`src/rtl/rv_settings.svh`:
```
`ifndef RV_SETTINGS_SVH
`define RV_SETTINGS_SVH

// data and address width of the core
`define RV_XLEN 32

// architectural register count, x0 included
`define RV_REG_COUNT 32

// bits needed to index one register
`define RV_REG_ADDR_W 5

// first fetch address after reset
`define RV_RESET_PC 32'h8000_0000

// RV_REG_COUNT must equal 2 ** RV_REG_ADDR_W

`endif

```
`src/rtl/rv_isa_pkg.sv`:
```
`include "rv_settings.svh"

package rv_isa_pkg;

  // one data or address word
  typedef logic [`RV_XLEN-1:0] word_t;

  // register index, x0 to x31
  typedef logic [`RV_REG_ADDR_W-1:0] reg_addr_t;

  // raw 32-bit instruction as fetched
  typedef logic [31:0] inst_t;

  // funct3 field, bits 14:12
  typedef logic [2:0] funct3_t;

  // major opcodes, bits 6:0
  // only the ones the core executes are listed
  typedef enum logic [6:0] {
    // addi and the rest of OP-IMM
    op_imm    = 7'b001_0011,
    // load upper immediate
    op_lui    = 7'b011_0111,
    // pc-relative upper immediate
    op_auipc  = 7'b001_0111,
    // pc-relative jump and link
    op_jal    = 7'b110_1111,
    // register-relative jump and link
    op_jalr   = 7'b110_0111,
    // ecall / ebreak / csr space
    op_system = 7'b111_0011
  } opcode_e;

  // funct3 of addi inside OP-IMM
  // other OP-IMM funct3 values are not executed
  parameter funct3_t FUNCT3_ADDI = 3'b000;

endpackage

```
`src/rtl/rv_core_pkg.sv`:
```
package rv_core_pkg;

  // first adder operand
  // zero for lui, rs1 for addi / jalr, pc for auipc / jal
  typedef enum logic [1:0] {
    op_a_zero = 2'd0,
    op_a_rs1  = 2'd1,
    op_a_pc   = 2'd2
  } op_a_sel_e;

  // write-back source
  // link value pc + 4 only for jal / jalr
  typedef enum logic {
    wb_sum = 1'b0,
    wb_pc4 = 1'b1
  } wb_sel_e;

  // next pc source
  // target is the adder sum with bit 0 cleared
  typedef enum logic {
    pc_plus4  = 1'b0,
    pc_target = 1'b1
  } pc_sel_e;

endpackage

```
`src/rtl/rv_ctrl_if.sv`:
```
`timescale 1ns/1ns

interface rv_ctrl_if;

  // register indices
  rv_isa_pkg::reg_addr_t rs1;
  rv_isa_pkg::reg_addr_t rd;

  // selected immediate, already sign extended
  rv_isa_pkg::word_t imm;

  // datapath steering
  rv_core_pkg::op_a_sel_e op_a;
  rv_core_pkg::wb_sel_e wb_sel;
  rv_core_pkg::pc_sel_e pc_sel;

  // already low for x0 and for no-ops
  logic reg_wen;
  logic is_ebreak;

  modport decoder (
    output rs1, rd, imm, op_a, wb_sel, pc_sel, reg_wen, is_ebreak
  );

  modport datapath (
    input rs1, rd, imm, op_a, wb_sel, pc_sel, reg_wen, is_ebreak
  );

endinterface

```
`src/rtl/rv_decoder.sv`:
```
`timescale 1ns/1ns

module rv_decoder (
  input rv_isa_pkg::inst_t inst,
  rv_ctrl_if.decoder ctrl
);

  // the one system encoding the core acts on
  localparam rv_isa_pkg::inst_t EBREAK_INST = 32'h0010_0073;

  rv_isa_pkg::opcode_e opcode;
  rv_isa_pkg::funct3_t funct3;
  rv_isa_pkg::reg_addr_t rd;
  rv_isa_pkg::word_t imm_i;
  rv_isa_pkg::word_t imm_u;
  rv_isa_pkg::word_t imm_j;
  logic writes_rd;

  // fixed field positions
  assign opcode = rv_isa_pkg::opcode_e'(inst[6:0]);
  assign funct3 = inst[14:12];
  assign rd = inst[11:7];

  assign ctrl.rs1 = inst[19:15];
  assign ctrl.rd = rd;

  // I type, 12 bits sign extended
  assign imm_i = {{20{inst[31]}}, inst[31:20]};

  // U type, upper 20 bits, low 12 zero
  assign imm_u = {inst[31:12], 12'h000};

  // J type, scrambled 20 bits, bit 0 always zero
  assign imm_j = {{12{inst[31]}}, inst[19:12], inst[20], inst[30:21], 1'b0};

  always_comb begin
    // defaults make an unknown encoding a plain pc + 4 no-op
    ctrl.imm = imm_i;
    ctrl.op_a = rv_core_pkg::op_a_zero;
    ctrl.wb_sel = rv_core_pkg::wb_sum;
    ctrl.pc_sel = rv_core_pkg::pc_plus4;
    ctrl.is_ebreak = 1'b0;
    writes_rd = 1'b0;

    case (opcode)
      rv_isa_pkg::op_imm: begin
        // only addi, slti / xori / shifts etc fall through as no-ops
        if (funct3 == rv_isa_pkg::FUNCT3_ADDI) begin
          ctrl.op_a = rv_core_pkg::op_a_rs1;
          writes_rd = 1'b1;
        end
      end
      rv_isa_pkg::op_lui: begin
        // 0 + imm_u
        ctrl.imm = imm_u;
        writes_rd = 1'b1;
      end
      rv_isa_pkg::op_auipc: begin
        ctrl.imm = imm_u;
        ctrl.op_a = rv_core_pkg::op_a_pc;
        writes_rd = 1'b1;
      end
      rv_isa_pkg::op_jal: begin
        ctrl.imm = imm_j;
        ctrl.op_a = rv_core_pkg::op_a_pc;
        ctrl.wb_sel = rv_core_pkg::wb_pc4;
        ctrl.pc_sel = rv_core_pkg::pc_target;
        writes_rd = 1'b1;
      end
      rv_isa_pkg::op_jalr: begin
        // rs1 + imm_i, bit 0 dropped in the datapath
        ctrl.op_a = rv_core_pkg::op_a_rs1;
        ctrl.wb_sel = rv_core_pkg::wb_pc4;
        ctrl.pc_sel = rv_core_pkg::pc_target;
        writes_rd = 1'b1;
      end
      rv_isa_pkg::op_system: begin
        // ecall and csr ops retire as no-ops
        ctrl.is_ebreak = (inst == EBREAK_INST);
      end
      default: begin
        // branches, loads, stores, R type
        writes_rd = 1'b0;
      end
    endcase
  end

  // x0 stays zero since it is never written
  assign ctrl.reg_wen = writes_rd && (rd != '0);

endmodule

```
`src/rtl/rv_regfile.sv`:
```
`timescale 1ns/1ns
`include "rv_settings.svh"

module rv_regfile (
  input logic clk,
  input logic rst_n,
  input rv_isa_pkg::reg_addr_t rs1_addr,
  input rv_isa_pkg::reg_addr_t rd_addr,
  input logic wen,
  input rv_isa_pkg::word_t wdata,
  output rv_isa_pkg::word_t rs1_data
);

  // x0 included, decoder keeps its write enable low
  rv_isa_pkg::word_t regs [`RV_REG_COUNT];

  // combinational read
  // a write in this cycle shows up on the next instruction
  assign rs1_data = regs[rs1_addr];

  always_ff @(posedge clk or negedge rst_n) begin
    if (!rst_n) begin
      // architectural state starts at zero
      for (int i = 0; i < `RV_REG_COUNT; i++) begin
        regs[i] <= '0;
      end
    end else if (wen) begin
      regs[rd_addr] <= wdata;
    end
  end

endmodule

```
`src/rtl/rv_datapath.sv`:
```
`timescale 1ns/1ns
`include "rv_settings.svh"

module rv_datapath (
  input logic clk,
  input logic rst_n,
  rv_ctrl_if.datapath ctrl,
  input logic inst_valid,
  output logic inst_ready,
  output rv_isa_pkg::word_t pc,
  output logic retire_valid,
  output logic retire_wen,
  output rv_isa_pkg::word_t retire_pc,
  output rv_isa_pkg::word_t retire_data,
  output rv_isa_pkg::reg_addr_t retire_rd,
  output logic halted
);

  rv_isa_pkg::word_t rs1_data;
  rv_isa_pkg::word_t op_a_val;
  rv_isa_pkg::word_t sum;
  rv_isa_pkg::word_t pc_plus4;
  rv_isa_pkg::word_t target;
  rv_isa_pkg::word_t wb_data;
  rv_isa_pkg::word_t next_pc;
  logic accept;
  logic wen;

  // accept whenever something is offered and not halted
  assign inst_ready = ~halted;
  assign accept = inst_valid & ~halted;

  // write only for an accepted instruction
  assign wen = accept & ctrl.reg_wen;

  rv_regfile regfile_i (
    .clk      (clk),
    .rst_n    (rst_n),
    .rs1_addr (ctrl.rs1),
    .rd_addr  (ctrl.rd),
    .wen      (wen),
    .wdata    (wb_data),
    .rs1_data (rs1_data)
  );

  // first operand of the single adder
  always_comb begin
    case (ctrl.op_a)
      rv_core_pkg::op_a_rs1: op_a_val = rs1_data;
      rv_core_pkg::op_a_pc: op_a_val = pc;
      default: op_a_val = '0;
    endcase
  end

  // second operand is always the immediate
  assign sum = op_a_val + ctrl.imm;
  assign pc_plus4 = pc + rv_isa_pkg::word_t'(4);

  // bit 0 cleared for jalr
  // jal targets are even already so one path serves both
  assign target = {sum[`RV_XLEN-1:1], 1'b0};

  // link value or adder result
  assign wb_data = (ctrl.wb_sel == rv_core_pkg::wb_pc4) ? pc_plus4 : sum;

  assign next_pc = (ctrl.pc_sel == rv_core_pkg::pc_target) ? target : pc_plus4;

  always_ff @(posedge clk or negedge rst_n) begin
    if (!rst_n) begin
      pc <= `RV_RESET_PC;
      halted <= 1'b0;
    end else if (accept) begin
      // ebreak parks pc at its own address
      if (ctrl.is_ebreak) begin
        halted <= 1'b1;
      end else begin
        pc <= next_pc;
      end
    end
  end

  // retire port mirrors the instruction being accepted this cycle
  assign retire_valid = accept;
  assign retire_pc = pc;
  assign retire_wen = wen;
  assign retire_rd = ctrl.rd;
  assign retire_data = wb_data;

endmodule

```
`src/rtl/rv_core_top.sv`:
```
`timescale 1ns/1ns

module rv_core_top (
  input logic clk,
  input logic rst_n,
  output rv_isa_pkg::word_t pc,
  input rv_isa_pkg::inst_t inst,
  input logic inst_valid,
  output logic inst_ready,
  output logic retire_valid,
  output rv_isa_pkg::word_t retire_pc,
  output logic retire_wen,
  output rv_isa_pkg::reg_addr_t retire_rd,
  output rv_isa_pkg::word_t retire_data,
  output logic halted
);

  // decoded control, combinational from inst
  rv_ctrl_if ctrl_if ();

  rv_decoder decoder_i (
    .inst (inst),
    .ctrl (ctrl_if.decoder)
  );

  // pc, register file, adder and retire port
  rv_datapath datapath_i (
    .clk          (clk),
    .rst_n        (rst_n),
    .ctrl         (ctrl_if.datapath),
    .inst_valid   (inst_valid),
    .inst_ready   (inst_ready),
    .pc           (pc),
    .retire_valid (retire_valid),
    .retire_wen   (retire_wen),
    .retire_pc    (retire_pc),
    .retire_data  (retire_data),
    .retire_rd    (retire_rd),
    .halted       (halted)
  );

endmodule

```
`config.mk`:
```
export PLATFORM = sky130hd
export DESIGN_NAME = rv_core_top
export DESIGN_NICKNAME = d
export VERILOG_FILES = /design/src/rtl/rv_isa_pkg.sv /design/src/rtl/rv_core_pkg.sv /design/src/rtl/rv_ctrl_if.sv /design/src/rtl/rv_decoder.sv /design/src/rtl/rv_regfile.sv /design/src/rtl/rv_datapath.sv /design/src/rtl/rv_core_top.sv
export VERILOG_INCLUDE_DIRS = /design/src /design/src/rtl
export SDC_FILE = /design/constraint.sdc
export NUM_CORES = 2
export LEC_CHECK = 0
export ABC_AREA = 1
export BUFFER_PORTS_ARGS = -buffer_cell sky130_fd_sc_hd__buf_4
export CORE_UTILIZATION = 60
export DETAILED_ROUTE_END_ITERATION = 16
export PLACE_DENSITY = 0.84
export RECOVER_POWER = 25
export REMOVE_ABC_BUFFERS = 1
export SLEW_MARGIN = 25
export SYNTH_ARGS = -nofsm -noshare
export SYNTH_HDL_FRONTEND = slang
export SYNTH_SLANG_ARGS = --single-unit
```
`constraint.sdc`:
```
create_clock -name clk -period 5.5 [get_ports clk]
set_clock_uncertainty 0.05 [all_clocks]
set_input_delay 0.275 -clock clk [delete_from_list [all_inputs] [get_ports clk]]
set_output_delay 0.275 -clock clk [all_outputs]
set_load 0.01 [all_outputs]
```
==> out/metrics.yaml <==
status: "finished with violations"
failed_checks: "capacitance limit, slew limit"
cts.sinks: 1056
overflow: 0
synth_top_area_cell: "dfrtp_1"
synth_edf_count: 0
hold_path_end: "datapath_i.regfile_i.regs[923]$_DFFE_PN0P_"
synthesis.area_um2: 51900
drtPass1Iterations: 7
synth_async_sr_flop_share_pct: 100
hp-start: "inst[9]"
holdWs_ns: 0.197
ff2ff_setup_slack_ns: 0.99
die_y_um: 296
p_leak_nw: 26.7
finalCritPeriodShare_pct: 95.9
yosysUniqueCellTypes: 55
drc: 0
cts_made_buffers: 107
viasPerCell: 6.50
fin_nets: 6489
hold_viol_final: 0
cts_max_path_buffers: 3
dp.cells: 7450
areaGrowthSynthToFinish_pct: 10.4
synthTopCellsByCount: "2623 x nand2_1, 1055 x dfrtp_1, 615 x o21ai_0"
highest_layer: "met5"
fin_tns_setup_ns: 0
die_w_um: 296
wire_per_inst_um: 23.6
p_comb_share_pct: 8.0
dpl_worst_slack_ns: 0.369
cts_tree: "yes"
relSlewSlack_pct: -78.3
layout-drive-gt1-share_pct: 8.41
p_clk_share_pct: 45.4
rsz0062_at_grt: "no"
switchingPower_mw: 4.22
synth.avg_cell_area_um2: 7.89
crit_required_ns: 5.18
synth_top_area_share_pct: 50.9
final_cell_area_um2: 57300
p_int_mw: 12.5
clkTransAtPathRegs_ns: 0.06
grt_pass1_wl_um: 277000
worst_slack_ns: 0.223
antenna_found_initial: 5
min_path_cells: 6
fp.coreArea_um2: 85400
routabilityCongestion: 1.02
routed_wirelength_um: 180000
period_needed_ns: 5.28
total_power_mw: 16.8
io_pins: 140
dpl-instance-area_um2: 53800
vias: 49700
yosysMostFrequentCell: "nand2_1"
end_kind: "primary output"
io_buffers: 137
wl_met1_um: 64500
vdd_drop_max_mv: 0.296
hpwl_um: 111000
power_density_nw_per_um2: 292
postSynthCellCount: 6580
grt_usage_pct: 41.4
dr.first_iter.drc_count: 7189
n_fill_cell: 6871
wl_met3_um: 26500
p_seq_share_pct: 46.6
r2r_cells: 20
die-area_um2: 87700
max_cap_violations: 9
worstHoldPathType: "input port to register"
yosys-top-cells-area: "dfrtp_1 51%, nand2_1 19%, o21ai_0 5.9%"
dr_wl_met2_um: 77000
max_freq_mhz: 190
r2r-start: "datapath_i.regfile_i.regs[0]$_DFFE_PN0P_"
num_rows: 107
cts-htree-levels: 3
tightest_slew_ns: 2.68
initial_core_util_pct: 60.8
cp-start-kind: "input port"
setup.worst_path.class: "input port to primary output"
ys_warn_count: 0
ys_seq_area_share_pct: 50.9
root_buffer: "clkbuf_16"
swShare_pct: 25.2
first_global_vias: 47500
fin_util_pct: 67.1
worstPathArrival_ns: 4.95
fin_cells: 7648
synth-main-ff-cell: "dfrtp_1"
ys_ff_latch: 1056
clock_latency_ns: 0.73
worstReg2RegEnd: "datapath_i.regfile_i.regs[274]$_DFFE_PN0P_"
report.final.slew_viol_count: 640
setup_viol: 0
grt_max_degree: 164
worst-path-max-fanout: 99
ant_nets: 0
cells by family after synthesis:
logic type / count (synthesis) / share of synthesized area, %
flops: 1056 / 50.9
simple gates: 3124 / 23.9
xor+xnor: 47 / 0.793
fa+ha+maj: 35 / 0.858
compound gates: 1523 / 17.2
buf+inv: 794 / 6.32
other cells: 1 / 0.00722
repair_timing:
item                       CTS  global route
hold endpoints to repair    84             0
setup endpoints to repair    0             5
resized for setup            0             1
setup buffers                0             0
hold buffers                 4             0
layer usage:
layer  global-route usage (%)  vias up
met5                        0        -
met4                     24.1        2
met1                     54.4    23700
li1                         -    21400
met3                     12.5      857
met2                     60.9     3817
cell type report:
| class | count | area [um2] | area share (%) |
|---|---|---|---|
| timing repair buffer | 318 | 2740 | 4.79 |
| clock inverter | 34 | 513 | 0.895 |
| antenna | 2 | 5.00 | 0.00873 |
| tap | 1144 | 1430 | 2.50 |
| inverter | 205 | 802 | 1.40 |
| clock buffer | 158 | 3130 | 5.46 |
| sequential | 1056 | 26400 | 46.1 |
| multi-input combinational | 4731 | 22300 | 38.9 |
worst max-delay path by stage:
stage | end | slack [ns] | depth (start not counted) | startpoint
floorplan | retire_data[24] | -2.22 | 21 | inst[15]
global placement | datapath_i.pc[23]$_DFFE_PN0P_ | 0.29 | 12 | inst[17]
detailed placement | datapath_i.pc[23]$_DFFE_PN0P_ | 0.37 | 12 | inst[17]
CTS | retire_data[24] | 0.24 | 21 | datapath_i.regfile_i.regs[192]$_DFFE_PN0P_
global route | datapath_i.regfile_i.regs[225]$_DFFE_PN0P_ | 0.08 | 3 | rst_n
finish | retire_data[27] | 0.22 | 22 | inst[15]
power by group through the flow:
stage | Combinational, mW | Sequential [mW] | Clock, mW
floorplan | 0.557 | 7.94 | 0
global placement | 1.29 | 7.94 | 0
detailed placement | 1.30 | 7.94 | 0
CTS | 1.31 | 7.80 | 7.60
global route | 1.42 | 7.80 | 7.90
finish | 1.34 | 7.80 | 7.61
critical path: stages:
cell	delay, ns
buf_8	0.18
inv_8	0.37
buf_12	0.46
nand2_1	0.11
a22oi_1	0.22
nand2_1	0.09
o211ai_1	0.09
nand3_1	0.08
nand2_1	0.19
nand3_1	0.19
a21oi_1	0.17
ha_1	0.31
a21oi_1	0.24
o21ai_0	0.21
a21oi_1	0.30
inv_1	0.08
a31oi_1	0.20
nand2_1	0.08
nand2_1	0.05
nand2_1	0.14
a21boi_0	0.58
buf_4	0.24
registers in the layout (all words and copies together), names as in the netlist:
register                   count
datapath_i.regfile_i.regs   1024
datapath_i.halted              1
datapath_i.pc                 31
placed cells by master (no fill, tap or decap), drive strengths merged, types with 3 or more instances in the layout:
cell,n
o221ai,18
nand2,2628
dlygate4sd3,4
a31oi,4
nor2,129
a21o,3
and2,3
o311ai,26
ha,34
a32oi,3
dfrtp,1055
a22oi,66
a21oi,397
a211oi,4
xor2,29
o211ai,45
or2,11
buf,298
bufinv,10
nor4,5
clkbuf,174
o21bai,6
o22ai,4
nor3,41
o21a,10
o21ai,780
nand4,25
xnor2,18
a21boi,5
a32o,150
nand3,280
clkinv,31
inv,197
(Power assumes the default switching activity.)
